[config.mk]
export PLATFORM = sky130hd
export DESIGN_NAME = macUnit
export DESIGN_NICKNAME = d
export VERILOG_FILES = /design/src/hw/idctPkg.sv /design/src/hw/macUnit.sv
export SDC_FILE = /design/constraint.sdc
export NUM_CORES = 1
export LEC_CHECK = 0
export BUFFER_PORTS_ARGS = -buffer_cell sky130_fd_sc_hd__buf_4
export CORE_ASPECT_RATIO = 1.1
export CORE_MARGIN = 8
export CORE_UTILIZATION = 31
export DETAILED_ROUTE_END_ITERATION = 16
export PLACE_DENSITY = 0.53
export REMOVE_ABC_BUFFERS = 1
export SLEW_MARGIN = 40
export SYNTH_ARGS = -nofsm -noshare
export SYNTH_HDL_FRONTEND = slang
export SYNTH_SLANG_ARGS = --single-unit
[constraint.sdc]
create_clock -name clk -period 5.8 [get_ports clk]
set_clock_uncertainty 0.05 [all_clocks]
set_input_delay 0 -clock clk [delete_from_list [all_inputs] [get_ports clk]]
set_output_delay 0 -clock clk [all_outputs]
set_load 0.005 [all_outputs]
[src/hw/idctPkg.sv]
// sequencer state encoding for the 8x8 IDCT
// block geometry, cosine width and accumulator headroom
package idctPkg;

   // block geometry
   localparam int BlockDim   = 8;
   localparam int IndexWidth = 3;
   localparam int BlockWords = BlockDim * BlockDim;

   // wide enough for the 512 MAC steps of one pass
   localparam int StepWidth = 9;

   // stored width of the cosine constants
   localparam int CosWidth = 16;

   // extra accumulator bits above the data width
   localparam int AccGuard = 3;

   // sequencer states
   typedef enum logic [2:0] {
      Idle,
      // samples arrive while reading is high
      Load,
      RowPass,
      RowFlush,
      ColPass,
      ColFlush,
      // results leave with outValid
      Unload
   } idctState;

endpackage

[src/hw/macUnit.sv]
// shared multiply-accumulate datapath
// operand register, truncated product register, guarded accumulator
`timescale 1ns/10ps

module macUnit #(
   parameter int DataWidth    = 32,
   parameter int OperandWidth = 24
) (
   input  logic                                   clk,
   input  logic                                   racc,
   input  logic [OperandWidth-1:0]                operandA,
   input  logic [OperandWidth-1:0]                operandB,
   input  logic                                   macEnable,
   input  logic                                   macClear,
   output logic [DataWidth+idctPkg::AccGuard-1:0] accum
);
   import idctPkg::*;

   logic [OperandWidth-1:0]       opA;
   logic [OperandWidth-1:0]       opB;
   logic [2*OperandWidth-1:0]     fullProduct;
   logic [DataWidth-1:0]          product;
   logic [DataWidth+AccGuard-1:0] productExt;
   logic                          enStage1;
   logic                          clrStage1;
   logic                          enStage2;
   logic                          clrStage2;

   assign fullProduct = $signed(opA) * $signed(opB);
   assign productExt  = {{AccGuard{product[DataWidth-1]}}, product};

   // datapath stages
   always_ff @(posedge clk)
   begin
      opA     <= operandA;
      opB     <= operandB;
      product <= fullProduct[DataWidth-1:0];
   end

   // enable and clear follow their operands down the pipe
   always_ff @(posedge clk or posedge racc)
   begin
      if (racc)
      begin
         enStage1  <= 1'b0;
         clrStage1 <= 1'b0;
         enStage2  <= 1'b0;
         clrStage2 <= 1'b0;
         accum     <= '0;
      end
      else
      begin
         enStage1  <= macEnable;
         clrStage1 <= macClear;
         enStage2  <= enStage1;
         clrStage2 <= clrStage1;
         if (enStage2)
         begin
            // first term of a sum replaces the previous total
            accum <= clrStage2 ? productExt : accum + productExt;
         end
      end
   end

   assert property (@(posedge clk) disable iff (racc) macClear |-> macEnable)
      else $error("accumulator clear requested outside an enabled step");

endmodule

* Word-level counts from Yosys, hierarchy flattened
Cells that the tools add are included. W data, S select, Z words.
Storage, ports and cells: register bits 119, input bits 52, output and inout port bits 35, word-level logic and storage cells 11
Operators by class: add/sub/neg operators 1, $mul 1, multiplexer cells 1
Operators with widths (count):
- $add A35 B35 Y35 | 1
- $mux W35 | 1
- $mul A24 B24 Y32 | 1

* Longest topological paths before layout
Gate-level depths: netlist (run 1).
depth in word-level cells 2, mapped depth 27, gate-level depth less buffers 26

* Least setup slack after synthesis (run 1)
OpenSTA, ideal clock, no wires.
kind flip-flop to flip-flop, from register opA[16], to register product[31], library setup time 72 ps, arrival 6163 ps, data required time 5678 ps, slack -485 ps, cell stages (with the launch flop) 25, buffers on the path 1, clock period less this slack 6285 ps, cell sequence dfxtp_1 > clkbuf_1 > and2_1 > fa_1 > fa_1 > inv_1 > fa_1 > fa_1 > inv_1 > fa_1 > fa_1 > inv_1 > fa_1 > inv_1 > ha_1 > a21o_1 > a21o_1 > nand2_1 > a21o_1 > o41ai_1 > o41ai_2 > o21ai_1 > o21a_1 > nor2_1 > xnor2_1
Between the ends: cells in the longest elaborated chain, start to end 1
Ends and longest elaborated chain:
- start: declaration | line macUnit.sv:19 | logic [OperandWidth-1:0] opA;
- start signal: assignment | line macUnit.sv:35 | opA <= operandA;
- $mul A24 B24 Y32 | line macUnit.sv:29 | assign fullProduct = $signed(opA) * $signed(opB);
- named net fullProduct[31] | line macUnit.sv:21 | logic [2*OperandWidth-1:0] fullProduct;
- end signal: assignment | line macUnit.sv:37 | product <= fullProduct[DataWidth-1:0];
- end: declaration | line macUnit.sv:22 | logic [DataWidth-1:0] product;
The timed path passes the listed nets, and every way through them passes these cells. A chain may end at the register's enable or synchronous reset.

* Worst setup path in the final report (run 1)
from register opB[6], to register product[31]
Between the ends: cells in the longest elaborated chain, start to end 1
Ends and longest elaborated chain:
- start: declaration | line macUnit.sv:20 | logic [OperandWidth-1:0] opB;
- start signal: assignment | line macUnit.sv:36 | opB <= operandB;
- $mul A24 B24 Y32 | line macUnit.sv:29
- named net fullProduct[31] | line macUnit.sv:21
The timed path passes the listed nets, and every way through them passes these cells.

==> flow_summary.ini, run 1 <==
[run_status]
status = finished, violations left
violations = negative setup slack

[grt]
grt_util_met1 = 0.194
use_met2 = 0.254
grt_usage = 0.148
globalRouteMet3Util = 0.0215
grt_pass1_wl_um = 85900
grt-ovfl-total = 0
antenna_found_initial = 0
busiest_layer = met2
grt_max_degree = 73
grt_pass1_vias = 16149

[detailed_routing]
avgRoutedWirePerCell_um = 15.7
ant_nets = 0
drc = 0
first_pass_iters = 5
vias = 14590
wl_um = 51900
avgViaCountPerCell = 4.42
drt-initial-drc-count = 574

[clock_network]
root_buffer = clkbuf_16
cts_buffer_depth = 2
clock-sinks = 119
htreeDepth = 4
cts.clk_slew.worst_paths_ns = 0.08
clock_latency_ns = 0.48
cts_buffers = 17
cts_tree = built

[synthesis]
synth_top_flop_cell = dfxtp_1
synth-edff-count = 0
synth_seq_cells = 119
synth.avg_cell_area_um2 = 9.18
synthArstFlopShare = 0.328
netlist-cell-type-count = 61
ys_seq_area_frac = 0.131
synthCells = 2148
synth_warnings = 0
syn_area_um2 = 19700

[critical_path]
crit_type = reg -> reg
rr_endpoint = product[31]
cp_max_fo = 7
reg2reg_depth = 27
crit_path_start = opB[6]
r2r_start = opB[6]
cp.arrival_ns = 6.61
critPathLaunchType = flip-flop
rrSetupSlack_ns = -0.50
crit_end = product[31]
crit_path_end_kind = flip-flop
cp.required_ns = 6.11

[min_path]
hold_class = in -> reg
holdCritStartpoint = operandB[5]

[floorplan]
fp.dieW_um = 256
rows = 97
coreArea_um2 = 63400
fp.dieArea_um2 = 71900
initial_utilization = 0.311
die_h_um = 281
ios = 87

[timing]
fin_crit_ns = 6.30
fin_tns_setup_ns = -3.77
rsz0062_at_grt = yes
fin_hold_ws_ns = 0.111
setup_ws_ns = -0.496
hold_violations = 0
drv_slew = 0
setup_viol = 15
worst_slew_pin_slew_ns = 0.692
period_share = 1.09
fmax_ghz = 0.159
maxSlewHeadroom = 0.539

[final_layout]
nNetsFinal = 3035
postLayoutCoreUtil = 0.393
drive_gt1_frac = 0.211
multi_input_area_um2 = 15500
antenna-diode-count = 0
area_delta_synth_final_pct = 26.1
ff_latch_area_um2 = 2670
fill_cells = 6356

[run]
maxCapViolCount = 0

[placement]
hpwl_um = 43100
routabilityCongestion = 0.849
port_buffers = 86
==> registers in the layout, summed over array words and instances, names as in the netlist <==
register / count
clrStage2: 1
opA: 24
opB: 24
enStage1: 1
product: 32
accum: 35
clrStage1: 1
enStage2: 1
==> critical path: stages, from the launching register on <==
cell and delay (ns):
dfxtp_4 0.37, buf_6 0.12, buf_12 0.12, and2_4 0.13, fa_2 0.56, inv_2 0.04
fa_1 0.49, inv_1 0.05, fa_1 0.49, ha_2 0.17, inv_2 0.04, fa_1 0.48
inv_2 0.04, fa_1 0.55, inv_2 0.04, fa_1 0.48, inv_2 0.05, ha_4 0.26
and3_4 0.19, o311a_4 0.20, nor3_4 0.05, buf_6 0.12, o41ai_4 0.47, o41ai_4 0.14
o21ai_2 0.18, o21a_1 0.14, nor2_1 0.04, xnor2_1 0.11
==> cells in the mapped netlist (8+ instances only) <==
cell type,count,area [um^2]
a211oi_1,8,60.1
nor3_1,9,45.0
fa_1,382,7650
nor2b_1,19,119
xor2_1,15,131
clkbuf_1,82,308
o21a_1,11,82.6
xnor2_1,71,622
dfxtp_1,80,1600
a31oi_1,12,75.1
nor2_1,68,255
and2_1,304,1900
nand3_1,12,60.1
ha_1,151,1890
a21o_1,19,143
a21oi_1,78,390
inv_1,467,1750
nand2_1,189,709
o21ai_0,35,175
dfrtp_1,39,976
o21bai_1,12,90.1
nand2b_1,12,75.1
==> through the flow <==
stage / area (um^2) / std cells / setup slack [ns]
after floorplan: 19400 / 2060 / -0.460
after global placement: 22700 / 3173 / -0.824
after detailed placement: 22700 / 3173 / -0.894
after CTS: 24500 / 3293 / -0.486
after global routing: 24900 / 3304 / -0.665
final: 24900 / 3304 / -0.496
==> what timing repair did <==
item                       4_1_cts  5_1_grt
buffers inserted                38       17
hold endpoints to repair        89        0
pin swaps                       74       58
setup endpoints to repair       16       17
hold buffers                    51        0
gates resized for setup        148       83
==> cells in the final DEF, fill, tap and decap left out, types with 12 or more instances in the layout <==
| cell | Yosys | final |
|---|---|---|
| clkbuf_16 | 0 | 18 |
| and2_4 | 0 | 15 |
| a31oi_1 | 12 | 12 |
| buf_12 | 0 | 15 |
| ha_1 | 151 | 138 |
| inv_1 | 467 | 444 |
| dfxtp_1 | 80 | 47 |
| fa_2 | 0 | 24 |
| xnor2_1 | 71 | 69 |
| dfxtp_4 | 0 | 20 |
| nor2_1 | 68 | 65 |
| a21o_1 | 19 | 19 |
| nand2_1 | 189 | 184 |
| buf_6 | 0 | 33 |
| and2_1 | 304 | 289 |
| o21ai_0 | 35 | 26 |
| fa_1 | 382 | 358 |
| nor2b_1 | 19 | 19 |
| dfrtp_1 | 39 | 38 |
| buf_4 | 0 | 268 |
| dfxtp_2 | 0 | 13 |
| a21oi_1 | 78 | 70 |
| inv_2 | 0 | 23 |
| nand2b_1 | 12 | 12 |
| xor2_1 | 15 | 15 |
| dlygate4sd3_1 | 0 | 51 |
==> routing by layer <==
metal	share of wire	vias up
li1	-	7024
met1	0.47	7330
met2	0.49	188
met3	0.027	48
met4	0.019	0
met5	0	-
==> logic make-up (layout without fill, tap and decap cells) <==
| kind of cell | Yosys count | in the layout | share of synthesized area |
|---|---|---|---|
| xor gates and xnor gates | 86 | 86 | 0.0382 |
| adders and majority gates | 533 | 533 | 0.484 |
| muxes | 8 | 8 | 0.00438 |
| buffers and inverters | 555 | 870 | 0.106 |
| and+or+nand+nor | 633 | 633 | 0.168 |
| DFF | 119 | 119 | 0.131 |
| AOI/OAI and AO/OA | 214 | 214 | 0.0692 |
==> worst min path at each step <==
stage	depth (start not counted)	endpoint	slack [ns]
after floorplan	0	opA[0]	-0.02
after global placement	1	opA[22]	0.06
after detailed placement	1	opB[4]	0.06
after CTS	2	opA[20]	0.06
after global routing	2	opB[13]	0.09
final	2	opB[5]	0.11
==> cell type report <==
cell class	count	area share
Multi-Input combinational cell	1474	0.624
Clock inverter	14	0.00679
Tap cell	841	0.0423
Timing Repair Buffer	371	0.131
Inverter	467	0.0705
Clock buffer	18	0.0181
Sequential cell	119	0.107
Power of run 1 is not shown: default switching activity piles up to over one toggle a cycle in this logic, so the estimate is an artifact.
==> inputs of run 2 (changes only) <==
Settings changed: SETUP_SLACK_MARGIN set to 0.15.
==> run 2 against run 1 <==
Compared with the run above: the run still ends with negative setup slack left; worst setup slack got worse by 0.046 ns; critical path depth is 1 higher; routed wire length down 0.15%; register-to-register slack got worse by 0.05 ns.
==> flow_summary.ini, run 2 (synthesis results as in run 1) <==
[final_layout]
final_cell_mix = inv_1, fa_1, and2_1
top_register = accum
multi_input_area_um2 = 15500
postLayoutCoreUtil = 0.394
drive_gt1_frac = 0.213
area_delta_synth_final_pct = 26.5
fill_cells = 6348
largest_reg_flops = 35
largestRegisters = accum x35, product x32
final_common_cell = inv_1
antenna-diode-count = 0
ff_latch_area_um2 = 2670
nNetsFinal = 3044

[detailed_routing]
first_pass_iters = 5
drc = 0
vias = 14625
drt-initial-drc-count = 638
wl_um = 51800
avgRoutedWirePerCell_um = 15.6
ant_nets = 0
avgViaCountPerCell = 4.41

[placement]
routabilityCongestion = 0.849
port_buffers = 86
hpwl_um = 43100

[critical_path]
cp.arrival_ns = 6.65
critPathLaunchType = flip-flop
crit_type = reg -> reg
cp_max_fo = 7
crit_path_end_kind = flip-flop
critPathMaxStageDelay_ns = 0.56
cp.required_ns = 6.11
crit_slowest_cell = fa_2

[grt]
grt_pass1_wl_um = 85900
grt-ovfl-total = 0
antenna_found_initial = 0
grt_pass1_vias = 16141
grt_max_degree = 73
grt_usage = 0.148

[clock_network]
cts_buffer_depth = 2
htreeDepth = 4
cts_tree = built
cts.clk_slew.worst_paths_ns = 0.08
root_buffer = clkbuf_16
clock_latency_ns = 0.49
clock-sinks = 119
cts_buffers = 17

[run]
maxCapViolCount = 0

[timing]
fin_hold_ws_ns = 0.112
rsz0062_at_grt = yes
fin_crit_ns = 6.34
maxSlewHeadroom = 0.538
hold_violations = 0
fmax_ghz = 0.158
drv_slew = 0
period_share = 1.09
setup_viol = 14
worst_slew_pin_slew_ns = 0.693
setup_ws_ns = -0.542

[min_path]
hold_class = in -> reg

[floorplan]
ios = 87
rows = 97
initial_utilization = 0.311
fp.dieW_um = 256
coreArea_um2 = 63400
die_h_um = 281
fp.dieArea_um2 = 71900

[run_status]
status = finished, violations left
violations = negative setup slack
[run 2: through the flow]
step / worst slack (ns) / cells / instance area, um^2 / TNS (ns)
finish: -0.542 / 3313 / 24900 / -4.63
global route: -0.757 / 3313 / 24900 / -7.70
CTS: -0.486 / 3296 / 24600 / -3.52
detailed placement: -0.894 / 3173 / 22700 / -8.15
global placement: -0.824 / 3173 / 22700 / -7.36
floorplan: -0.460 / 2060 / 19400 / -2.18
[run 2: timing repair]
item	4_1_cts	5_1_grt
pin swaps	74	64
resized for setup	148	83
cloned	0	0
hold buffers	51	0
setup endpoints to repair	17	18
buffers inserted	40	17
endpoints found under the hold margin	89	0
[run 2: worst max-delay path: cells and delay by family, from the launching register on]
family                     cells  cell delay [ns]
AOI/OAI and AO/OA              5             0.95
xor gates and xnor gates       1             0.11
adders and majority gates      8             3.49
buffers and inverters         10             0.80
DFF                            1             0.37
and+or+nand+nor                4             0.43
[run 2: area by class of cell]
| cell class | count | share of cell area |
|---|---|---|
| flip-flops and latches | 119 | 0.107 |
| multi-input cells | 1474 | 0.621 |
| inverters | 467 | 0.0703 |
| well taps | 841 | 0.0422 |
| clock buffers | 18 | 0.0181 |
| repair buffers | 380 | 0.134 |
| clock inverters | 14 | 0.00677 |
[run 2: layer usage]
metal | GRT usage | wire (um) | vias to the layer above | share of wire
met5 | 0 | 0 | - | 0
li1 | - | - | 7037 | -
met1 | 0.194 | 24200 | 7343 | 0.47
met4 | 0.0428 | 1010 | 0 | 0.020
met3 | 0.0215 | 1340 | 51 | 0.026
met2 | 0.254 | 25200 | 194 | 0.49
[run 2: worst paths after layout]
kind / startpoint / to / slack (ns) / cells past startpoint
hold reg to reg: clrStage1 / clrStage2 / 0.30 / 0
hold / removal: operandB[5] / opB[5] / 0.11 / 2
setup reg to reg: opB[6] / product[31] / -0.54 / 28
setup / recovery: opB[6] / product[31] / -0.54 / 28
max in group asynchronous: racc / enStage2 / 5.13 / 4
min in group asynchronous: racc / accum[16] / 0.16 / 4
Power of run 2 is left out for the same reason.
