--- src/hw/idctPkg.sv ---
// sequencer state encoding for the 8x8 IDCT
// block geometry, cosine width and accumulator headroom
package idctPkg;

   // block geometry
   localparam int BlockDim   = 8;
   localparam int IndexWidth = 3;
   localparam int BlockWords = BlockDim * BlockDim;

   // wide enough for the 512 MAC steps of one pass
   localparam int StepWidth = 9;

   // stored width of the cosine constants
   localparam int CosWidth = 16;

   // extra accumulator bits above the data width
   localparam int AccGuard = 3;

   // sequencer states
   typedef enum logic [2:0] {
      Idle,
      // samples arrive while reading is high
      Load,
      RowPass,
      RowFlush,
      ColPass,
      ColFlush,
      // results leave with outValid
      Unload
   } idctState;

endpackage

--- src/hw/cosineRom.sv ---
// cosine constant table for the IDCT passes
// signed 16-bit entries, sign-extended to the operand width
`timescale 1ns/10ps

module cosineRom #(
   parameter int OperandWidth = 24
) (
   input  logic [idctPkg::IndexWidth-1:0] row,
   input  logic [idctPkg::IndexWidth-1:0] col,
   output logic [OperandWidth-1:0]        coef
);
   import idctPkg::*;

   // entry [x][u] is cos((2x+1)u pi/16) scaled by 2^15, dc column carries 1/sqrt2
   localparam logic signed [CosWidth-1:0] CosTable [BlockWords] = '{
      16'sd23170,  16'sd32138,  16'sd30274,  16'sd27246,
      16'sd23170,  16'sd18205,  16'sd12540,  16'sd6393,
      16'sd23170,  16'sd27246,  16'sd12540, -16'sd6393,
      -16'sd23170, -16'sd32138, -16'sd30274, -16'sd18205,
      16'sd23170,  16'sd18205, -16'sd12540, -16'sd32138,
      -16'sd23170, 16'sd6393,   16'sd30274,  16'sd27246,
      16'sd23170,  16'sd6393,  -16'sd30274, -16'sd18205,
      16'sd23170,  16'sd27246, -16'sd12540, -16'sd32138,
      16'sd23170, -16'sd6393,  -16'sd30274,  16'sd18205,
      16'sd23170, -16'sd27246, -16'sd12540,  16'sd32138,
      16'sd23170, -16'sd18205, -16'sd12540,  16'sd32138,
      -16'sd23170, -16'sd6393,  16'sd30274, -16'sd27246,
      16'sd23170, -16'sd27246,  16'sd12540,  16'sd6393,
      -16'sd23170, 16'sd32138, -16'sd30274,  16'sd18205,
      16'sd23170, -16'sd32138,  16'sd30274, -16'sd27246,
      16'sd23170, -16'sd18205,  16'sd12540, -16'sd6393
   };

   logic signed [CosWidth-1:0] entry;

   // row-major lookup
   assign entry = CosTable[{row, col}];
   assign coef  = {{(OperandWidth - CosWidth){entry[CosWidth-1]}}, entry};

endmodule

--- config.mk ---
export PLATFORM = sky130hd
export DESIGN_NAME = cosineRom
export DESIGN_NICKNAME = d
export VERILOG_FILES = /design/src/hw/idctPkg.sv /design/src/hw/cosineRom.sv
export SDC_FILE = /design/constraint.sdc
export NUM_CORES = 1
export LEC_CHECK = 0
export BUFFER_PORTS_ARGS = -buffer_cell sky130_fd_sc_hd__buf_4
export CAP_MARGIN = 20
export CORE_ASPECT_RATIO = 0.7
export CORE_MARGIN = 2
export CORE_UTILIZATION = 52
export DETAILED_ROUTE_END_ITERATION = 7
export PLACE_DENSITY_LB_ADDON = 0.25
export SYNTH_ARGS = -nofsm -noshare
export SYNTH_HDL_FRONTEND = slang
export SYNTH_SLANG_ARGS = --single-unit
--- constraint.sdc ---
create_clock -name vclk -period 4.9
set_clock_uncertainty 0.2 [all_clocks]
set_input_delay 0.49 -clock vclk [all_inputs]
set_output_delay 0.49 -clock vclk [all_outputs]
set_load 0.1 [all_outputs]
# After elaboration in Yosys (flattened, before gate mapping)
# Memories as Yosys holds them, arrays and structs flattened.
# Cells that the tools add are included.
# W data, S select, Z words.
# word_totals
register_bits	0
romBits	1024
output_inout_bits	24
wordCells	5
n_memories	1
# classes
order_cmp	1
n_mux	2
n_bitwise	1
# memory_table
name	depth	width	rd	rd_clocked_by_memory_dff	write_ports	line	text
(name not given)	64	16	1	0	0	cosineRom.sv:37	assign entry = CosTable[{row, col}];
# op_table
op	count
$mux W16	2
$ge A7 B7 Y1 const B	1
$not A6 Y7	1

# Logic depth before layout (Yosys ltp)
# Gate-level depths: netlist of the first run.
# logic_depth
word_depth	4
ltp_mapped	10

# Worst setup path before layout of the first run
# No wires, ideal clock.
# synth_timing
kind	input to output
startpoint	input port col[1] (netlist name)
endpoint	output port coef[2]
arrival_time_ns	4.638
required_time_ns	4.210
path_slack_ns	-0.428
cell_stages	8
path_buffers	2
path_cell_list	buf_2 buf_2 inv_1 ha_1 nor2_1 o21ai_0 and3_1 nor4_1
# synth_via
elab_chain_cells	4
# synth_rtl
item	line	text
start: declaration	cosineRom.sv:9	input logic [idctPkg::IndexWidth-1:0] col,
$not A6 Y7 (implied by the code)	cosineRom.sv:37	
$mem_v2 Z64 W16	-	
$mux W16 (implied by the code) (2 in series)	cosineRom.sv:37	
end: declaration	cosineRom.sv:10	output logic [OperandWidth-1:0] coef
# No other way between the ends. The select of a mux whose other input is x is not followed.

# Final worst setup path of the first run
# layout_timing
startpoint	input port col[1] (netlist name)
endpoint	output port coef[4]
# Same word-level chain as after synthesis.

==> results of run 1 <==
-- cells in the final DEF (no fill, tap or decap), drive strengths merged, types with 4 or more instances in the layout --
cell type and n:
a311oi 4, a21oi 30, mux2i 6, nand2 16, nor3 9, nand3 4, inv 9, a31oi 4
mux4 11, ha 14, a211oi 5, o21ai 25, buf 30, nand2b 15, nor2b 10, nor2 20
o21a 5
-- cell families after synthesis --
group / count (synthesis) / share of synthesized area [%]
compound gates: 102 / 34.5
xor+xnor: 1 / 0.453
fa+ha+maj: 14 / 9.05
buf+inv: 51 / 15.3
mux: 19 / 17.1
simple gates: 87 / 23.7
-- area by class of cell --
cell class / instances / area [µm²] / share of cell area (%)
multi-input cells: 223 / 1650 / 83.7
repair buffers: 30 / 225 / 11.4
well taps: 50 / 62.6 / 3.18
inverters: 9 / 33.8 / 1.72
-- routing by layer --
metal | part of all wire, % | GRT usage, %
met5 | 0 | 0
met3 | 11 | 4.38
met1 | 45 | 42.8
met4 | 1.2 | 6.06
met2 | 43 | 41.5
-- worst min-delay path, stage by stage --
cell     delay, ns
buf_4         0.19
nand2_1       0.08
nand2_1       0.04
buf_4         0.22
-- synth_stat cells, types with 4 or more instances --
| cell | number |
|---|---|
| buf_2 | 14 |
| nor2_1 | 19 |
| buf_6 | 5 |
| nor2b_1 | 9 |
| buf_4 | 13 |
| mux4_2 | 11 |
| nand2b_1 | 15 |
| nand2_1 | 16 |
| mux2i_1 | 6 |
| nand3_1 | 4 |
| o21ai_1 | 6 |
| a21oi_1 | 30 |
| ha_1 | 14 |
| o21ai_0 | 18 |
| inv_1 | 9 |
| a31oi_1 | 4 |
| o21a_1 | 5 |
| a211oi_1 | 5 |
| nor3_1 | 8 |
| a311oi_1 | 4 |
| clkbuf_1 | 10 |
-- how the worst min path moves through the flow --
stage                 from      end  slack [ns]  cells after the start
detailed placement  row[2]  coef[0]        1.32                      4
CTS                 row[2]  coef[0]        1.32                      4
global placement    row[2]  coef[0]        1.32                      4
finish              row[2]  coef[0]        1.32                      4
floorplan           col[0]  coef[2]        1.39                      4
global route        row[2]  coef[0]        1.34                      4
-- metrics by stage --
stage | util [%] | power (W)
final | 55.7 | 0.000426
after CTS | 55.7 | 0.000422
after detailed placement | 55.7 | 0.000421
after global placement | 55.7 | 0.000420
after global routing | 55.7 | 0.000447
after floorplan | - | 0.000365
-- power by group through the flow --
stage | Sequential [W] | Clock [W] | Combinational [W]
floorplan | 0 | 0 | 0.000365
global placement | 0 | 0 | 0.000420
detailed placement | 0 | 0 | 0.000421
CTS | 0 | 0 | 0.000422
global route | 0 | 0 | 0.000447
finish | 0 | 0 | 0.000426
==> flow_summary.toml, run 1 <==
[outcome]
status = "finished clean"

[yosys]
synth_cell_types = 55
yosysTopAreaCell = "mux4_2"
ys_top_cells_by_area = "mux4_2 13%, ha_1 9.0%, a21oi_1 7.8%"
synth_nets = 294
yosysWarnings = 0
netlist_area_um2 = 1940
syn_inst = 274
synth-seq-area-share_pct = 0
syn_avg_cell_area_um2 = 7.06
yosysTopAreaCellShare_pct = 12.8

[routing]
wl_um = 5870
first_pass_iters = 5
final_antenna_net_count = 0
drt_iter0_markers = 345
vias = 2116
wl_per_cell_um = 18.8
routed_via_density = 6.78
drc_errors = 0

[critical_path]
crit_family = "buffers and inverters"
cpMostUsedCell = "buf_4"
startpoint = "col[1]"
cp_num_buf_inv = 3
worstPathArrival_ns = 2.88
cp_max_fo = 27
startpoint_type = "input port"
cp-endpoint = "coef[4]"
crit_cells = 8
path_class = "input port to primary output"
cp_slowest_cell = "ha_1"
path_cells = "buf_4 -> inv_1 -> ha_1 -> nand2b_1 -> o21ai_0 -> mux4_2 -> mux2i_1 -> buf_4"
cp.required_ns = 4.21
critical-path-max-stage-delay_ns = 0.58
end_kind = "primary output"

[timing]
maxSlewViolCount = 0
hold_slack_ns = 1.32
finalWorstSetupSlack_ns = 1.33
relSlewSlack_pct = 50.6
rsz0062_at_grt = "no"
layout_min_cycle_time_ns = 3.57
finalHoldViolCount = 0
period_share_pct = 72.8
timing.setup.tns_ns = 0
tightest_slew_ns = 0.742
fmax_ghz = 0.280
finalSetupViolations = 0

[global_routing]
antenna_found_initial = 0
grt_max_degree = 79
gr-total-overflow = 0
grt_first_pass_wirelength_um = 9480
grt_pass1_vias = 1785
grtUsageTotal_pct = 28.1

[floorplan]
initial_core_util_pct = 54.7
fp.dieW_um = 76.9
coreArea_um2 = 3540
io-pin-count = 30
die_h_um = 55.0
die_area_um2 = 4230
rows = 18

[cells_and_area]
layout-drive-gt1-share_pct = 18.3
fin_cells = 312
diodes = 0
seq_cells = 0
regArea_um2 = 0
area_growth_pct = 1.68
stdcell_area_um2 = 1970
final_nets = 284
clock_buffers = 0
nFillCells = 364

[placement]
gp_congestion = 0.944
port_buffers = 30
dp_cells = 312
postPlaceCellArea_um2 = 1970
pre_cts_ws_ns = 1.38
dp_hpwl_um = 3960

[clocking]
cts_setup_buffers = 0
cts_hold_buf = 0
cts_resized = 0

[job]
cap_violations = 0

[power]
vdd_drop_max_mv = 0.144
seq_power_share_pct = 0
p_clk_share_pct = 0
power.leakage_nw = 0.755
p_per_area_nw_per_um2 = 216
p_int_w = 0.000105
swShare_pct = 75.2
p_comb_share_pct = 100.0
p_sw_w = 0.000320

[worst_hold_path]
min-delay-path-class = "input port to primary output"
Note: power is estimated with default switching activity, not from simulation.
==> inputs of run 2 (changes only) <==
--- a/config.mk
+++ b/config.mk
@@ -5,6 +5,7 @@
 export SDC_FILE = /design/constraint.sdc
 export NUM_CORES = 1
 export LEC_CHECK = 0
+export ABC_AREA = 1
 export BUFFER_PORTS_ARGS = -buffer_cell sky130_fd_sc_hd__buf_4
 export CAP_MARGIN = 20
 export CORE_ASPECT_RATIO = 0.7
==> constraint.sdc (replaced) <==
create_clock -name vclk -period 3.05
set_clock_uncertainty 0.2 [all_clocks]
set_input_delay 0.305 -clock vclk [all_inputs]
set_output_delay 0.305 -clock vclk [all_outputs]
set_load 0.1 [all_outputs]
==> run 2 against run 1 <==
Against the previous run: cell area decreased by 3.7%; wire length increased by 10%; core utilization increased by 4.1 points; cell count increased by 36%; total power increased by 49%; critical path type unchanged; largest cell class unchanged.
==> flow_summary.toml, run 2 <==
[timing]
finalSetupViolations = 0
finalWorstSetupSlack_ns = 0.325
maxSlewViolCount = 0
period_share_pct = 89.3
relSlewSlack_pct = 61.1
timing.setup.tns_ns = 0
rsz0062_at_grt = "no"
layout_min_cycle_time_ns = 2.72
finalHoldViolCount = 0
tightest_slew_ns = 0.583
fmax_ghz = 0.367

[outcome]
status = "finished clean"

[yosys]
syn_inst = 380
synth.most_common_cell = "nand2_1"
yosys-top-cells-count = "190 x nand2_1, 71 x nand3_1, 24 x inv_1"
yosysTopAreaCellShare_pct = 40.8
yosysTopAreaCell = "nand2_1"
synth_cell_types = 18
syn_avg_cell_area_um2 = 4.60
synth_nets = 400
ys_top_cells_by_area = "nand2_1 41%, nand3_1 20%, ha_1 10%"
synth-seq-area-share_pct = 0
yosysWarnings = 0
netlist_area_um2 = 1750

[cells_and_area]
stdcell_area_um2 = 1900
nFillCells = 363
area_growth_pct = 8.45
regArea_um2 = 0
final_cell_mix = "190 x nand2_1, 71 x nand3_1, 35 x buf_4"
seq_cells = 0
final_nets = 408
diodes = 0
clock_buffers = 0
multi_input_area_um2 = 1480
layout.cells.most_common = "nand2_1"
layout-drive-gt1-share_pct = 11.1

[power]
p_sw_w = 0.000502
seq_power_share_pct = 0
p_clk_share_pct = 0
swShare_pct = 78.9
p_comb_share_pct = 100.0
p_int_w = 0.000134
vdd_drop_max_mv = 0.196
power.leakage_nw = 1.17
p_per_area_nw_per_um2 = 335

[routing]
first_pass_iters = 6
final_antenna_net_count = 0
wl_per_cell_um = 15.3
routed_via_density = 5.80
drt_iter0_markers = 408
vias = 2458
drc_errors = 0
wl_um = 6470

[global_routing]
met1_usage_pct = 48.4
grt_use_met2_pct = 55.4
grt_pass1_vias = 2158
grt_first_pass_wirelength_um = 10400
gr-total-overflow = 0
grt_max_degree = 32
grtUsageTotal_pct = 34.5
antenna_found_initial = 0
grt_use_met3_pct = 6.92
busiest_layer = "met2"

[clocking]
cts_hold_buf = 0
cts_resized = 0
cts_setup_buffers = 0

[worst_hold_path]
min-delay-path-class = "input port to primary output"
min_path_cells = 4
hold_start = "row[2]"
min_to = "coef[2]"

[job]
cap_violations = 0

[critical_path]
path_class = "input port to primary output"
cpMostUsedCell = "nand2_1"
path_cells = "buf_4 -> inv_1 -> ha_1 -> inv_1 -> nand2_1 -> nand3_1 -> nand2_1 -> nand2_1 -> nand2_1 -> nand2_1 -> nand2_1 -> buf_4"
worstPathArrival_ns = 2.22
cp.required_ns = 2.54
cp_slowest_cell = "ha_1"
critical-path-max-stage-delay_ns = 0.45
cp_max_fo = 11
end_kind = "primary output"
startpoint_type = "input port"

[floorplan]
fp.dieW_um = 73.3
io-pin-count = 30
die_h_um = 52.5
die_area_um2 = 3850
initial_core_util_pct = 55.2
coreArea_um2 = 3170
rows = 17

[placement]
postPlaceCellArea_um2 = 1900
pre_cts_ws_ns = 0.395
port_buffers = 30
gp_congestion = 1.02
dp_hpwl_um = 4610
-- run 2: cell types whose count changed in the layout (fill, tap and decap cells not counted), moves of 6 or more --
| cell | delta |
|---|---|
| nand3_1 | +67 |
| o21ai_1 | -6 |
| a21oi_1 | -18 |
| inv_1 | +15 |
| nor3_1 | -8 |
| mux2i_1 | -6 |
| nand2b_1 | -15 |
| nand2_1 | +174 |
| nor2b_1 | -9 |
| mux4_2 | -11 |
-- run 2: worst max-delay path: cells and delay by family --
kind / cells / cell delay (ns)
adders and majority gates: 1 / 0.45
and+or+nand+nor: 7 / 0.70
buffers and inverters: 4 / 0.74
-- run 2: logic make-up (layout without fill, tap and decap cells) --
logic type | count (synthesis) | count (layout) | share of synthesized area [%]
simple gates | 284 | 284 | 67.3
buf+inv | 56 | 62 | 15.1
fa+ha+maj | 14 | 14 | 10.0
compound gates | 26 | 26 | 7.59
-- run 2: worst max-delay path by stage --
stage                     startpoint       end  slack [ns]  cells after the start
after global placement        col[1]   coef[2]        0.46                     12
after CTS                     col[0]   coef[2]        0.39                     12
final                         col[0]   coef[2]        0.33                     12
after floorplan               col[1]  coef[16]        0.16                      9
after detailed placement      col[0]   coef[2]        0.40                     12
after global routing          col[0]   coef[2]        0.22                     12
-- run 2: layout make-up --
cell class / count / share of cell area (%)
timing repair buffer: 35 / 13.9
multi-input combinational: 324 / 78.3
tap: 38 / 2.51
inverter: 27 / 5.35
-- run 2: power by group through the flow --
stage / combinational [W] / sequential, W / clock, W
after floorplan: 0.000518 / 0 / 0
after global placement: 0.000625 / 0 / 0
after detailed placement: 0.000626 / 0 / 0
after CTS: 0.000627 / 0 / 0
after global routing: 0.000674 / 0 / 0
final: 0.000636 / 0 / 0
-- run 2: per-stage QoR --
step,hold WS (ns),total power [W],cells,util [%]
6_report,0.971,0.000636,424,59.8
5_1_grt,0.989,0.000674,424,59.8
4_1_cts,0.965,0.000627,424,59.8
3_5_place_dp,0.962,0.000626,424,59.8
3_3_place_gp,0.956,0.000625,424,59.8
2_1_floorplan,1.06,0.000518,380,-
-- run 2: per-layer routing --
metal | routed length [µm] | vias up
li1 | - | 1213
met4 | 61 | 0
met3 | 962 | 10
met5 | 0 | -
met2 | 2750 | 173
met1 | 2700 | 1062
==> inputs of run 3 (changes only) <==
--- a/config.mk
+++ b/config.mk
@@ -13,6 +13,7 @@
 export CORE_UTILIZATION = 52
 export DETAILED_ROUTE_END_ITERATION = 7
 export PLACE_DENSITY_LB_ADDON = 0.25
+export RECOVER_POWER = 25
 export SYNTH_ARGS = -nofsm -noshare
 export SYNTH_HDL_FRONTEND = slang
 export SYNTH_SLANG_ARGS = --single-unit
==> run 3 against run 2 <==
Against the previous run: hold slack about the same; non-clock buffer count is the same; global-route usage did not move; core utilization fell by 0.47 points; total power fell by 0.99%; cell count unchanged; via count up 2.7%; wire length shrank 0.71%; worst setup slack worse by 0.0065 ns.
==> flow_summary.toml, run 3 (synthesized netlist as in run 2, its figures left out) <==
[outcome]
status = "finished clean"

[worst_hold_path]
hold_start = "row[2]"
min-delay-path-class = "input port to primary output"

[global_routing]
grt_pass1_vias = 2158
grtUsageTotal_pct = 34.5
grt_first_pass_wirelength_um = 10400
antenna_found_initial = 0
grt_max_degree = 32
gr-total-overflow = 0

[power]
finalPower_w = 0.000629
power.leakage_nw = 1.16
vdd_drop_max_mv = 0.192
p_per_area_nw_per_um2 = 335

[clocking]
cts_resized = 0
cts_hold_buf = 0
cts_setup_buffers = 0

[critical_path]
critical-path-max-stage-delay_ns = 0.45
startpoint_type = "input port"
cp_max_fo = 11
end_kind = "primary output"
path_cells = "buf_4 -> inv_1 -> ha_1 -> inv_1 -> a21oi_1 -> nor2_1 -> nand2_1 -> nand3_1 -> nand2_1 -> clkbuf_2"
worstPathArrival_ns = 2.23
path_class = "input port to primary output"
startpoint = "col[0]"
cp_slowest_cell = "clkbuf_2"
cp.required_ns = 2.54

[job]
cap_violations = 0

[routing]
routed_via_density = 5.95
vias = 2524
final_antenna_net_count = 0
drc_errors = 0
drt_iter0_markers = 422
wl_per_cell_um = 15.2
wl_um = 6430
first_pass_iters = 7

[cells_and_area]
final_cell_mix = "190 x nand2_1, 71 x nand3_1, 29 x buf_4"
stdcell_area_um2 = 1880
regArea_um2 = 0
layout.cells.most_common = "nand2_1"
clock_buffers = 0
utilization_pct = 59.3
layout-drive-gt1-share_pct = 11.1
seq_cells = 0
diodes = 0
final_nets = 408
area_growth_pct = 7.59

[timing]
relSlewSlack_pct = 63.1
tightest_slew_ns = 0.554
finalSetupViolations = 0
finalWorstSetupSlack_ns = 0.319
fmax_ghz = 0.366
period_share_pct = 89.5
timing.setup.tns_ns = 0
rsz0062_at_grt = "no"
maxSlewViolCount = 0
layout_min_cycle_time_ns = 2.73
finalHoldViolCount = 0

[floorplan]
fp.dieW_um = 73.3
initial_core_util_pct = 55.2
rows = 17
die_area_um2 = 3850
io-pin-count = 30
coreArea_um2 = 3170
die_h_um = 52.5

[placement]
dp_hpwl_um = 4610
gp_congestion = 1.02
pre_cts_ws_ns = 0.395
postPlaceCellArea_um2 = 1900
port_buffers = 30
==> run 3: cell types whose count changed in the layout (fill, tap and decap cells not counted), sizes merged <==
cell and delta:
clkbuf +6, buf -6
==> run 3: where the power goes <==
part	total, W	switching [W]	internal [W]
logic	0.000629	0.000502	0.000128
clock network	0	0	0
registers	0	0	0
==> run 3: path summary, 6_finish.rpt <==
path,slack (ns),end,cells past startpoint
worst max-delay path,0.32,coef[7],10
worst min-delay path,0.97,coef[2],4
==> run 3: routing by layer <==
metal / vias up / GRT usage (%) / routed length (µm)
met1: 1093 / 48.4 / 2630
met5: - / 0 / 0
li1: 1209 / - / -
met2: 192 / 55.4 / 2640
met4: 0 / 5.15 / 177
met3: 30 / 6.92 / 985
==> run 3: final cells by class <==
| cell class | count | area, µm² |
|---|---|---|
| Tap cell | 38 | 47.5 |
| Inverter | 27 | 101 |
| Timing Repair Buffer | 35 | 248 |
| Multi-Input combinational cell | 324 | 1480 |
| Fill cell | 365 | 1290 |
==> run 3: metrics by stage <==
stage               hold slack (ns)  instances
global placement              0.956        424
CTS                           0.965        424
global route                  0.989        424
finish                        0.970        424
floorplan                      1.06        380
detailed placement            0.962        424
==> run 3: critical path: cells and delay by family <==
kind | cells | cell delay (ns)
and+or+nand+nor | 4 | 0.30
adders and majority gates | 1 | 0.44
buffers and inverters | 4 | 0.92
AOI/OAI and AO/OA | 1 | 0.26
