`src/hw/idctPkg.sv`:
```
// sequencer state encoding for the 8x8 IDCT
// block geometry, cosine width and accumulator headroom
package idctPkg;

   // block geometry
   localparam int BlockDim   = 8;
   localparam int IndexWidth = 3;
   localparam int BlockWords = BlockDim * BlockDim;

   // wide enough for the 512 MAC steps of one pass
   localparam int StepWidth = 9;

   // stored width of the cosine constants
   localparam int CosWidth = 16;

   // extra accumulator bits above the data width
   localparam int AccGuard = 3;

   // sequencer states
   typedef enum logic [2:0] {
      Idle,
      // samples arrive while reading is high
      Load,
      RowPass,
      RowFlush,
      ColPass,
      ColFlush,
      // results leave with outValid
      Unload
   } idctState;

endpackage

```
`src/hw/idctSequencer.sv`:
```
// IDCT sequencer FSM and step counter
// operand addressing, MAC control and write-back index delay line
`timescale 1ns/10ps

module idctSequencer (
   input  logic                           clk,
   input  logic                           racc,
   input  logic                           start,
   output logic                           reading,
   output logic                           done,
   output logic                           outValid,
   output logic                           passSelect,
   output logic [idctPkg::IndexWidth-1:0] readRow,
   output logic [idctPkg::IndexWidth-1:0] readCol,
   output logic [idctPkg::IndexWidth-1:0] cosRow,
   output logic [idctPkg::IndexWidth-1:0] cosCol,
   output logic                           macEnable,
   output logic                           macClear,
   output logic                           inWrite,
   output logic                           tempWrite,
   output logic                           outWrite,
   output logic [idctPkg::IndexWidth-1:0] writeRow,
   output logic [idctPkg::IndexWidth-1:0] writeCol
);
   import idctPkg::*;

   // operand and product registers ahead of the accumulator
   localparam int MacLatency  = 2;
   localparam int FlushCycles = MacLatency + 1;
   localparam int PassSteps   = BlockWords * BlockDim;

   idctState              state;
   logic [StepWidth-1:0]  count;
   logic [IndexWidth-1:0] idxI;
   logic [IndexWidth-1:0] idxJ;
   logic [IndexWidth-1:0] idxK;
   logic                  colPass;
   logic                  lastTerm;
   logic [MacLatency-1:0] lastDly;
   logic [MacLatency-1:0] passDly;
   logic [IndexWidth-1:0] iDly [MacLatency];
   logic [IndexWidth-1:0] jDly [MacLatency];
   logic [IndexWidth-1:0] wbRow;
   logic [IndexWidth-1:0] wbCol;

   // step count is {i, j, k}, k runs fastest
   assign idxI = count[StepWidth-1 -: IndexWidth];
   assign idxJ = count[2*IndexWidth-1 -: IndexWidth];
   assign idxK = count[IndexWidth-1:0];

   assign colPass    = (state == ColPass);
   assign passSelect = colPass;
   assign macEnable  = (state == RowPass) || colPass;
   assign macClear   = macEnable && (idxK == '0);
   assign lastTerm   = macEnable && (idxK == IndexWidth'(BlockDim - 1));
   assign inWrite    = (state == Load);

   // row pass reads In[j][k] with cos[i][k], column pass Temp[k][i] with cos[j][k]
   assign readRow = colPass ? idxK : idxJ;
   assign readCol = colPass ? idxI : idxK;
   assign cosRow  = colPass ? idxJ : idxI;
   assign cosCol  = idxK;

   assign writeRow = inWrite ? idxJ : wbRow;
   assign writeCol = inWrite ? idxK : wbCol;

   always_ff @(posedge clk or posedge racc)
   begin
      if (racc)
      begin
         state    <= Idle;
         count    <= '0;
         reading  <= 1'b0;
         done     <= 1'b0;
         outValid <= 1'b0;
      end
      else
      begin
         done     <= 1'b0;
         outValid <= (state == Unload);
         case (state)
            Idle:
            begin
               count <= '0;
               if (start)
               begin
                  state   <= Load;
                  reading <= 1'b1;
               end
            end
            Load:
            begin
               count <= count + 1'b1;
               if (count == StepWidth'(BlockWords - 1))
               begin
                  state   <= RowPass;
                  reading <= 1'b0;
                  count   <= '0;
               end
            end
            RowPass, ColPass:
            begin
               count <= count + 1'b1;
               if (count == StepWidth'(PassSteps - 1))
               begin
                  state <= colPass ? ColFlush : RowFlush;
                  count <= '0;
               end
            end
            RowFlush, ColFlush:
            begin
               count <= count + 1'b1;
               // last sums drain out of the MAC
               if (count == StepWidth'(FlushCycles - 1))
               begin
                  state <= (state == ColFlush) ? Unload : ColPass;
                  done  <= (state == ColFlush);
                  count <= '0;
               end
            end
            Unload:
            begin
               count <= count + 1'b1;
               if (count == StepWidth'(BlockWords - 1))
               begin
                  state <= Idle;
                  count <= '0;
               end
            end
            default:
            begin
               state <= Idle;
            end
         endcase
      end
   end

   // write strobes trail the last term by the MAC latency plus one
   always_ff @(posedge clk or posedge racc)
   begin
      if (racc)
      begin
         lastDly   <= '0;
         passDly   <= '0;
         tempWrite <= 1'b0;
         outWrite  <= 1'b0;
      end
      else
      begin
         lastDly   <= {lastDly[MacLatency-2:0], lastTerm};
         passDly   <= {passDly[MacLatency-2:0], colPass};
         tempWrite <= lastDly[MacLatency-1] && !passDly[MacLatency-1];
         outWrite  <= lastDly[MacLatency-1] && passDly[MacLatency-1];
      end
   end

   // both passes store the sum at row j, column i
   always_ff @(posedge clk)
   begin
      iDly[0] <= idxI;
      jDly[0] <= idxJ;
      for (int s = 1; s < MacLatency; s++)
      begin
         iDly[s] <= iDly[s-1];
         jDly[s] <= jDly[s-1];
      end
      wbRow <= jDly[MacLatency-1];
      wbCol <= iDly[MacLatency-1];
   end

   assert property (@(posedge clk) disable iff (racc) !(reading && outValid))
      else $error("input load overlaps result unload");

endmodule

```
`config.mk`:
```
export PLATFORM = sky130hd
export DESIGN_NAME = idctSequencer
export DESIGN_NICKNAME = d
export VERILOG_FILES = /design/src/hw/idctPkg.sv /design/src/hw/idctSequencer.sv
export SDC_FILE = /design/constraint.sdc
export NUM_CORES = 1
export LEC_CHECK = 0
export ABC_AREA = 1
export BUFFER_PORTS_ARGS = -buffer_cell sky130_fd_sc_hd__buf_2
export CAP_MARGIN = 20
export CORE_MARGIN = 2
export CORE_UTILIZATION = 56
export DETAILED_ROUTE_END_ITERATION = 8
export GPL_ROUTABILITY_DRIVEN = 1
export PLACE_DENSITY = 0.8
export SLEW_MARGIN = 20
export SYNTH_ARGS = -nofsm -noshare
export SYNTH_HDL_FRONTEND = slang
export SYNTH_SLANG_ARGS = --single-unit
```
`constraint.sdc`:
```
create_clock -name clk -period 4 [get_ports clk]
set_input_delay 0.6 -clock clk [delete_from_list [all_inputs] [get_ports clk]]
set_output_delay 0.6 -clock clk [all_outputs]
set_load 0.05 [all_outputs]
```
After elaboration in Yosys (flattened, before gate mapping)
Memory sizes are Yosys's and may differ from the RTL's. A register that Yosys moved wholly into a read port is not among the register bits.
Cells that the tools add are included.
- add/sub/neg operators: 1
- $mul: 0
- divide/modulo/power cells: 0
- $lt $le $gt $ge: 0
- equal/unequal tests: 15
- shift operators: 0
- muxes and demuxes: 22
- bitwise logic cells: 0
- reduce and logical (&&, ||, !) cells: 15
- operators by type and width (kind ; number):
    9-bit one-hot mux with 4 select lines ; 1
    3-bit two-way mux ; 11
    9-bit two-way mux ; 3
    3-bit one-hot mux with 5 select lines ; 1
    3-bit equality test (second input constant) ; 4
    9-bit by 1-bit adder with 9-bit output (second input constant) ; 1
    9-bit by 2-bit equality test with 1-bit output (second input constant) ; 1
    9-bit by 6-bit equality test with 1-bit output (second input constant) ; 1
    9-bit equality test (second input constant) ; 1
    3-bit by 2-bit equality test with 1-bit output (second input constant) ; 2
    3-bit logical NOT ; 2
    2-bit != test (second input constant) ; 3
    2-bit OR reduction ; 3
    5-bit AND reduction ; 1
    1-bit logical AND ; 4
    1-bit two-way mux ; 4
    2-bit by 1-bit != test with 1-bit output (second input constant) ; 2
    4-bit nonzero test ; 1
    3-bit by 1-bit equality test with 1-bit output (second input constant) ; 1
    3-bit AND reduction ; 1
    2-bit two-way mux ; 1
    1-bit one-hot mux with 2 select lines ; 1
    2-bit nonzero test ; 1
    1-bit logical NOT ; 1
    1-bit logical OR ; 1
- flip-flop bits (word level): 21
- bits in latches: 0
- RAM bits: 12
- ROM bits: 0
- input port bits: 3
- memories kept: 2
- memories (name ; depth ; bits a word ; rd ports ; clocked after memory_dff ; wr ports ; line ; source):
    iDly ; 2 ; 3 ; 2 ; 1 ; 2 ; idctSequencer.sv:41 ; logic [IndexWidth-1:0] iDly [MacLatency];
    jDly ; 2 ; 3 ; 2 ; 1 ; 2 ; idctSequencer.sv:42 ; logic [IndexWidth-1:0] jDly [MacLatency];

Longest topological paths before layout
Gate-level depths: netlist of run 1.
- depth after elaboration: 4
- mapped depth: 10
- mapped depth without buffers: 10

Worst setup path before layout of run 1
Ideal clock, no wire load.
- kind: reg2out
- start point: register state[1]
- end point: output port cosRow[0] (netlist name)
- arrival time: 1.956 ns
- path slack: 1.444 ns
- stages on the path, launching flop included: 6
- buffers on the path: 2
- cell sequence: dfrtp_1 -> buf_4 -> inv_2 -> nand3_2 -> clkbuf_1 -> o21ai_0
- cells in the longest elaborated chain, start to end: 2
- ends and longest elaborated chain (item ; line ; source):
    from (decl) ; idctSequencer.sv:32 ; idctState state;
    from (signal assigned) ; idctSequencer.sv:71 ; state <= Idle;
    from (signal assigned) ; idctSequencer.sv:87 ; state <= Load;
    from (signal assigned) ; idctSequencer.sv:96 ; state <= RowPass;
    3-bit equality test ; idctSequencer.sv:51 ; assign colPass = (state == ColPass);
    3-bit two-way mux ; idctSequencer.sv:61 ; assign cosRow = colPass ? idxJ : idxI;
    to (decl) ; idctSequencer.sv:15 ; output logic [idctPkg::IndexWidth-1:0] cosRow,
No other way between the ends.

Final worst setup path of run 1
- start point: register state[1]
- end point: output port macClear
- cells in the longest elaborated chain, start to end: 3
- elaborated cells between the ends (all ways): 4
- those cells by class: eq/ne (2); reduce/logical (2)
- ends and longest elaborated chain (item ; line ; source):
    3-bit by 2-bit equality test with 1-bit output or 3-bit equality test (tied branches) ; idctSequencer.sv:53, idctSequencer.sv:51 ;
    1-bit logical OR (*) ; idctSequencer.sv:53 ; assign macEnable = (state == RowPass) || colPass;
    1-bit logical AND (*) ; idctSequencer.sv:54 ; assign macClear = macEnable && (idxK == '0);
    to (decl) ; idctSequencer.sv:18 ; output logic macClear,
Mark *: on every way between the ends. The rest lies on a longest branch, timed or not.

==> metrics.txt, run 1 <==
status complete, but fails checks; cell taking the most area after synthesis dfrtp_1; initial antenna violation count 0; worst-skew pair later-pin latency 0.34 ns; CP Data Required Time 3.40 ns; largest cells by area after synthesis dfrtp_1 31%, dfxtp_1 22%, nand2_1 11%; Tot Pwr 0.001339 W; Hold Fails Final Rpt 0; crit path max fanout 21; final instance area 1881 sq um; setup TNS 0 ns; Clk pin slew, worst setup/hold paths 0.10 ns; relative slew slack 47.05%; die width 58.62 microns; Clock Tree Root clkbuf_4; synthesized area per cell 8.522 sq um; max_cap viols 0; Port-buffer cells 29; GPL Wtd Cong 0.8581; number of buffers added for setup after CTS 0; Post-DP HPWL 2306 microns; Seq cells post-synth 39; number of vias per cell 5.086; first drt pass iteration count 6; static leakage 0.9904 nW; DR DRC count 4; crit end category primary output; Routed Antenna Nets 0; Worst-Margin Slew 0.7934 ns; Worst path top cell family by delay simple AND/OR/NAND/NOR gates; Die Span Y 58.62 microns; global route total overflow 0; # hold bufs at CTS 0; worst path arrival time 2.01 ns; WL/cell 12.24 microns; Post-Syn Area 1670 sq um; hold slack final 0.3370 ns; CTS Sinks 39; critical path's slowest cell dfrtp_1; Worst setup SP type register; Ys Warns 0; # IOs 30; maximum VDD drop 0.4249 mV; Die Footprint 3436 sq um; net count after synthesis 204; Placed Area 1810 sq um; Final Max Tran Viols 0; final worst path period share 65.22%; P per Cell Area 712.0 nW/um^2; failing checks design-rule violations; Initial Util 59.55%; FMAX 0.3833 GHz; share of layout cells above drive strength 1 23.01%; WL final 3146 microns; Core ar. 2805 sq um; Syn Inst Count 196; RSZ-0062 raised after global routing false; Synth top area share 31.46%; number of global-route vias before repair 1128; Final min period 2.609 ns; Crit Path Class reg -> out; total track usage 20.51%; htree depth 2; register area share after synthesis 53.03%; Cell Chain, Critical Path inv_2 -> nand3_2 -> nand2_4 -> inv_1 -> nor2_1 -> buf_2; FILL cells 234; antenna diode count 0; DRT iter0 DRCs 58; Setup violations, final 0; number of cell rows 19; worst hold path class reg -> reg; CTS tree done; largest net degree at the start of global routing 22; first-pass GRT wire length 5126 microns; post-CTS resize count 0; Yosys cell types 21; nets 233; total CTS buffers 5; maximum buffer depth of the clock tree 2; max incr delay on CP 0.49 ns; via count 1307; Worst Path Buf+Inv 3; P&R area growth vs syn 12.58%; Clock Skews 0.009111 ns
## registers in the layout (all words and copies together), names as in the netlist
name and cells:
count 9, done 1, iDly 6, jDly 6, lastDly 2, outValid 1
outWrite 1, passDly 2, reading 1, state 3, tempWrite 1, wbCol 3
wbRow 3
## worst reg2reg max path: stages (launching register included)
cell and delay (ns):
dfrtp_1 0.47, ha_1 0.22, nand3_1 0.15, nor4_1 0.26
ha_1 0.20, inv_1 0.06, nand2_2 0.09, nand3_2 0.15
nor2_4 0.15, nor2_1 0.06
## cell usage after synthesis
library cell / instances
xor2_1: 3
buf_2: 2
nor2_1: 15
nand3_2: 5
nand3_1: 13
nor3_1: 1
inv_1: 22
clkbuf_1: 1
buf_4: 4
inv_2: 5
ha_1: 5
nor4_1: 1
o22ai_1: 1
nand2_2: 4
nand2_4: 1
dfrtp_1: 21
nor2_4: 2
dfxtp_1: 18
o21ai_0: 22
nand4_1: 2
nand2_1: 48
## final timing paths
| check | slack, ns | cells past startpoint | start | endpoint |
|---|---|---|---|---|
| worst max-delay path | 1.39 | 6 | state[1] | macClear |
| max in group asynchronous | 3.12 | 2 | racc | count[0] |
| worst max register to register | 2.09 | 9 | count[1] | count[6] |
| min in group asynchronous | 0.39 | 2 | racc | count[7] |
| worst min-delay path | 0.34 | 0 | jDly[1][2] | wbRow[2] |
| worst min register to register | 0.34 | 0 | jDly[1][2] | wbRow[2] |
## layer usage
layer | GRT usage (%) | vias up | share of wire (%)
met2 | 30.02 | 40 | 42
met5 | 0 | - | 0
met4 | 8.766 | 0 | 1.8
met1 | 28.59 | 589 | 50
met3 | 5.934 | 4 | 6.6
li1 | - | 674 | -
## per-stage QoR
stage | std cells | setup WS [ns] | util [%]
2_1_floorplan | 196 | 1.444 | -
3_3_place_gp | 249 | 1.865 | 64.54
3_5_place_dp | 249 | 1.801 | 64.54
4_1_cts | 257 | 1.401 | 67.04
5_1_grt | 257 | 1.276 | 67.04
6_report | 257 | 1.391 | 67.04
## report_power, final
group          switching, W  internal (W)
clock network      0.000117      0.000108
logic              0.000476      0.000151
registers         0.0000585      0.000428
total              0.000652      0.000686
## logic make-up after synthesis
kind of cell	Yosys count	share of synthesized area [%]
compound gates	23	6.967
xor+xnor	3	1.573
fa+ha+maj	5	3.745
buf+inv	34	8.689
flops	39	53.03
simple gates	92	25.99
## cells in the final DEF (no fill, tap or decap)
cell type,instances
nor2_4,2
nand2_1,48
nor4_1,1
nand3_1,13
ha_1,5
dfxtp_1,18
clkbuf_4,5
xor2_1,3
dfrtp_1,21
buf_2,29
o21ai_0,22
inv_1,22
nand4_1,2
inv_2,5
clkbuf_1,2
clkbuf_16,1
nand3_2,5
nand2_4,1
nor3_1,1
nor2_1,15
o22ai_1,1
nand2_2,4
## area by class of cell
class | count | area [sq um] | area share [%]
flip-flops and latches | 39 | 885.9 | 47.11
multi-input cells | 123 | 639.4 | 34.00
repair buffers | 29 | 145.1 | 7.718
inverters | 27 | 101.3 | 5.389
clock buffers | 8 | 70.07 | 3.726
well taps | 31 | 38.79 | 2.063
No activity file was read; power rests on OpenSTA's default activity.
==> inputs of run 2 (changes only) <==
Settings changed: ABC_AREA 1 to 0, CORE_UTILIZATION 56 to 54, PLACE_DENSITY 0.8 to 0.77.
Clock period 4 ns to 2.7 ns, I/O delays scaled along.
==> run 2 against run 1 <==
  * The flow now finishes without violations
  * Area after synthesis up 4.7%
  * Clock-buffer cell count fell by 2
  * Via count is 3.3% higher
  * Clock power up 110%
  * Design area up 6.7%
  * Flip-flop and latch count stayed put
  * Setup slack got worse by 1.2 ns
  * Critical path depth is 1 lower
  * Core utilization fell by 1.8 points
  * Critical endpoint is now writeCol[2]
==> metrics.txt, run 2 <==
status finished clean; Core ar. 3078 sq um (+9.7%); EDFF count, synth 0 (unchanged); worst hold path class in -> async; post-CTS resize count 0 (unchanged); WL/cell 14.92 microns (+22%); Routed Antenna Nets 0 (unchanged); Largest regs count: 9 flops, iDly: 6 flops, jDly: 6 flops; crit path max fanout 14 (-33%); R2R depth 8 (-1); FF-to-FF setup slack 0.19 ns (-1.90 ns); Port-buffer cells 29 (unchanged); antenna diode count 0 (unchanged); nets 209 (-10%); setup TNS 0 ns (unchanged); Hold Fails Final Rpt 0 (unchanged); Post-Syn Area 1749 sq um (+4.7%); commonest cells after routing, fill and taps aside 29 x buf_2, 25 x nand2_1, 21 x dfrtp_1; number of cell rows 20 (+1); total track usage 22.30% (+1.8 points); most numerous cell in the Yosys netlist nand2_1; total CTS buffers 5 (unchanged); first-pass GRT wire length 5899 microns (+15%); ys flop type dfrtp_1; largest net degree at the start of global routing 22 (unchanged); Clock Tree Root clkbuf_4; Die Span Y 60.92 microns (+3.9%); final worst path period share 94.01%; Ys Warns 0 (unchanged); Worst setup SP type register; setup ws final 0.1618 ns (-1.230 ns); first drt pass iteration count 4 (-2); Seq cells post-synth 39 (unchanged); htree depth 2 (unchanged); worst-skew pair later-pin latency 0.35 ns (about the same); max_cap viols 0 (unchanged); Post-synth top cells 25 x nand2_1, 21 x dfrtp_1, 18 x dfxtp_1; FMAX 0.3940 GHz; number of buffers added for setup after CTS 0 (unchanged); RSZ-0062 raised after global routing false; Reg2Reg Capture Point count[6]; largest cells by area after synthesis dfrtp_1 30%, dfxtp_1 21%, nand2_1 5.4%; Tot Pwr 0.001068 W (-20%); die width 60.92 microns (+3.9%); DRT iter0 DRCs 75 (+29%); Post-DP HPWL 2515 microns (+9.0%); pre-CTS WS 0.2552 ns (-1.546 ns); cell taking the most area after synthesis dfrtp_1; Die Footprint 3711 sq um (+8.0%); Clk pin slew, worst setup/hold paths 0.12 ns (+0.02 ns); Initial Util 56.83% (-2.7 points); Reg with most FFs count; final non-filler cell total 246 (-4.3%); via count 1350 (+3.3%); max FFs per register 9 (unchanged); # hold bufs at CTS 0 (unchanged); P per Cell Area 532.3 nW/um^2 (-25%); global route total overflow 0 (unchanged); placed insts 238 (-4.4%); Yosys cell types 47 (+120%); CTS tree done; DR DRC count 0 (-4); WL final 3670 microns (+17%); Syn Inst Count 173 (-12%); crit end category primary output; CP Data Required Time 2.30 ns (-1.10 ns); number of vias per cell 5.488 (+7.9%); Setup violations, final 0 (unchanged); # IOs 30 (unchanged); maximum buffer depth of the clock tree 2 (unchanged); Final min period 2.538 ns; Worst-Margin Slew 0.8072 ns (+0.01380 ns); synthesized area per cell 10.11 sq um (+19%); CTS Sinks 39 (unchanged); register area share after synthesis 50.64% (-2.4 points); GPL Wtd Cong 0.8498 (-0.97%); relative slew slack 46.13% (-0.92 points); static leakage 0.9392 nW (-5.2%); hold slack final 0.1874 ns (-0.1496 ns); number of global-route vias before repair 1312 (+16%); net count after synthesis 181 (-11%); Crit Path Class reg -> out; P&R area growth vs syn 14.74%; Reg-to-Reg Start count[1]; Clock Skews 0.007317 ns (-0.001794 ns); Final Max Tran Viols 0 (unchanged); maximum VDD drop 0.3580 mV (-16%); share of layout cells above drive strength 1 27.23% (+4.2 points); sequential cell area 885.9 sq um (unchanged); most common cell after layout, fill and taps aside buf_2; FILL cells 274 (+17%); area taken by multi-input logic gates 740.7 sq um (+16%); Synth top area share 30.04% (-1.4 points); Synth async-reset ratio 53.85% (unchanged); worst path arrival time 2.13 ns (+0.12 ns); initial antenna violation count 0 (unchanged)
-- run 2: changes by cell type after synthesis, moves of 4 or more --
cell / delta
a21oi_1: +7
and3_1: +4
inv_1: -11
inv_2: -5
mux2_2: +5
nand2_1: -23
nand2_2: -4
nand3_1: -9
nand3_2: -5
nor2_1: -7
o21ai_0: -13
o21ai_1: +4
-- run 2: worst max-delay path by stage --
stage	from	end	slack (ns)	cells after the start
5_1_grt	state[1]	writeRow[0]	0.03	5
2_1_floorplan	count[0]	macClear	0.008	3
6_report	state[1]	writeCol[2]	0.16	5
3_3_place_gp	count[1]	count[6]	0.38	8
3_5_place_dp	count[1]	count[6]	0.26	8
4_1_cts	state[1]	writeCol[2]	0.14	5
-- run 2: metal layers --
metal / vias up / share of wire [%] / wire length [microns] / GRT usage (%)
met5: - / 0 / 0 / 0
li1: 647 / - / - / -
met1: 650 / 44 / 1623 / 26.93
met4: 0 / 1.7 / 63 / 11.49
met2: 44 / 48 / 1767 / 36.41
met3: 9 / 5.9 / 215 / 6.183
-- run 2: stage by stage --
| step | cell area, sq um | util, % |
|---|---|---|
| after floorplan | 1749 | - |
| after global placement | 1906 | 61.91 |
| after detailed placement | 1906 | 61.91 |
| after CTS | 2007 | 65.20 |
| after global routing | 2007 | 65.20 |
| final | 2007 | 65.20 |
-- run 2: logic make-up after synthesis --
logic type                 count (synthesis)  synth area share, %
AOI/OAI and AO/OA                         35                13.81
xor gates and xnor gates                   3                1.502
adders and majority gates                  5                3.577
buffers and inverters                     24                7.010
DFF                                       39                50.64
muxes                                      8                5.221
and+or+nand+nor                           59                18.24
-- run 2: critical path: stages (launching register included) --
cell and delay (ns):
dfrtp_1 0.56, or3b_2 0.68, inv_1 0.16, nand2_1 0.07
nand2_1 0.05, buf_2 0.25
-- run 2: power by group --
part           switching, W  internal (W)   total (W)
sequential                0      0.000580    0.000580
combinational    0.00000745    0.00000166  0.00000910
clock              0.000191      0.000289    0.000479
total              0.000198      0.000870     0.00107
-- run 2: layout make-up --
cell class	instances	share of cell area (%)
Inverter	11	2.057
Clock buffer	6	2.057
Clock inverter	2	2.993
Tap cell	44	2.743
Sequential cell	39	44.14
Timing Repair Buffer	34	9.102
Multi-Input combinational cell	110	36.91
==> inputs of run 3 (changes only) <==
Settings changed: CORE_UTILIZATION 54 to 56, CTS_BUF_LIST set to sky130_fd_sc_hd__clkbuf_8, PLACE_DENSITY 0.77 to 0.8.
==> run 3 against run 2 <==
  * Global-route usage grew 0.37 points
  * Core utilization rose by 1.9 points
  * First-iteration DRC count is 20% higher
  * Critical endpoint is now count[6]
  * Largest power group unchanged
==> metrics.txt, run 3 (synthesized netlist as in run 2, its figures left out) <==
status finished clean; final instance area 2014 sq um (+0.37%); Initial Util 58.25% (+1.4 points); nets 209 (unchanged); max FFs per register 9 (unchanged); pre-CTS WS 0.1791 ns (-0.07610 ns); via count 1342 (-0.59%); Switching Fraction 18.77% (+0.23 points); crit end category register; Reg-to-Reg Start count[1]; Reg2Reg Capture Point count[6]; crit path max fanout 8 (-6); P per Cell Area 537.8 nW/um^2 (+1.0%); final worst path period share 93.26% (-0.74 points); Clock Skews 0.006047 ns (-0.001270 ns); max_cap viols 0 (unchanged); Final min period 2.518 ns (-0.02005 ns); setup ws final 0.1819 ns (+0.02005 ns); WL final 3696 microns (+0.71%); sequential cell area 885.9 sq um (unchanged); relative slew slack 45.40% (-0.72 points); worst path arrival time 2.71 ns (+0.58 ns); most common cell after layout, fill and taps aside buf_2; Placed Area 1884 sq um (-1.1%); Crit. Startpoint count[1]; total track usage 22.68% (+0.37 points); Routed Antenna Nets 0 (unchanged); # IOs 30 (unchanged); total CTS buffers 5 (unchanged); Largest regs count: 9 flops, iDly: 6 flops, jDly: 6 flops; maximum buffer depth of the clock tree 2 (unchanged); FF-to-FF setup slack 0.18 ns (about the same); first drt pass iteration count 4 (unchanged); CP Data Required Time 2.90 ns (+0.60 ns); Die Footprint 3587 sq um (-3.3%); Port-buffer cells 29 (unchanged); CTS Sinks 39 (unchanged); htree depth 2 (unchanged); share of layout cells above drive strength 1 28.22% (+0.99 points); Worst-Margin Slew 0.8180 ns (+0.01082 ns); Final Max Tran Viols 0 (unchanged); commonest cells after routing, fill and taps aside 29 x buf_2, 25 x nand2_1, 21 x dfrtp_1; Pint 0.0008800 W (+1.1%); Hold Fails Final Rpt 0 (unchanged); maximum VDD drop 0.3020 mV (-16%); CTS tree done; Worst setup endpoint count[6]; Worst setup SP type register; global route total overflow 0 (unchanged); NetSw 0.0002033 W (+2.7%); Post-DP HPWL 2611 microns (+3.8%); final non-filler cell total 235 (-4.5%); area taken by multi-input logic gates 745.7 sq um (+0.68%); Clock Tree Root clkbuf_8; combinational share of power 0.8% (about the same); hold slack final 0.2621 ns (+0.07478 ns); utilization after layout 67.08% (+1.9 points); placed insts 226 (-5.0%); FILL cells 244 (-11%); FMAX 0.3971 GHz (+0.80%); WL/cell 15.73 microns (+5.4%); worst hold path class in -> async; initial antenna violation count 0 (unchanged); Reg with most FFs count; first-pass GRT wire length 5706 microns (-3.3%); Clk pin slew, worst setup/hold paths 0.07 ns (-0.05 ns); static leakage 0.9482 nW (+0.96%); number of cell rows 20 (unchanged); Clk pwr share 45.7% (+0.8 points); Core ar. 3003 sq um (-2.4%); number of global-route vias before repair 1199 (-8.6%); antenna diode count 0 (unchanged); die width 59.89 microns (-1.7%); Setup violations, final 0 (unchanged); DRT iter0 DRCs 90 (+20%); number of vias per cell 5.711 (+4.1%); Die Span Y 59.89 microns (-1.7%); largest net degree at the start of global routing 22 (unchanged); worst-skew pair later-pin latency 0.29 ns (-0.06 ns); R2R depth 9 (+1); GPL Wtd Cong 0.8821 (+3.8%); P&R area growth vs syn 15.16%; Sequential Power Share 53.5% (-0.8 points); Crit Path Class reg -> reg; DR DRC count 0 (unchanged)
run 3: metal layers:
| metal | GRT usage [%] | routed length, microns |
|---|---|---|
| met5 | 0 | 0 |
| met4 | 12.70 | 119 |
| met3 | 8.442 | 183 |
| met2 | 34.32 | 1843 |
| met1 | 27.74 | 1550 |
run 3: worst min path at each step:
stage | from | to | cells past startpoint
final | racc | lastDly[0] | 2
after global routing | racc | lastDly[0] | 2
after CTS | racc | count[3] | 2
after detailed placement | jDly[0][0] | jDly[1][0] | 0
after global placement | iDly[1][1] | wbCol[1] | 0
after floorplan | iDly[0][0] | iDly[1][0] | 0
run 3: final cells by class:
cell class,count,share of cell area (%)
clock buffer,6,4.099
clock inverter,2,1.739
inverter,11,2.050
multi-input combinational,110,37.02
sequential,39,43.98
tap,33,2.050
timing repair buffer,34,9.068
run 3: repair_timing:
item | CTS | global route
hold buffers | 0 | 0
setup buffers | 0 | 1
setup endpoints to repair | 0 | 5
gates resized for setup | 0 | 2
run 3: stage by stage:
step,power (W),setup TNS [ns]
finish,0.001083,0
global route,0.001122,-0.01769
CTS,0.001097,0
detailed placement,0.0006012,0
global placement,0.0006009,0
floorplan,0.0005976,0
run 3: worst max-delay path: stages, from the launching register on:
cell and delay (ns):
dfrtp_1 0.47, ha_1 0.25, and3_1 0.26, and2_1 0.20, and3_1 0.19, ha_1 0.23
nor3_2 0.33, nor4_4 0.08, buf_4 0.18, o311ai_1 0.22
run 3: power groups by stage:
| stage | Combinational, W | Sequential [W] | Clock (W) |
|---|---|---|---|
| after CTS | 0.00000919 | 0.000580 | 0.000508 |
| after global routing | 0.0000100 | 0.000579 | 0.000533 |
| after global placement | 0.00000895 | 0.000592 | 0 |
| after detailed placement | 0.00000925 | 0.000592 | 0 |
| after floorplan | 0.00000572 | 0.000592 | 0 |
| final | 0.00000889 | 0.000580 | 0.000495 |
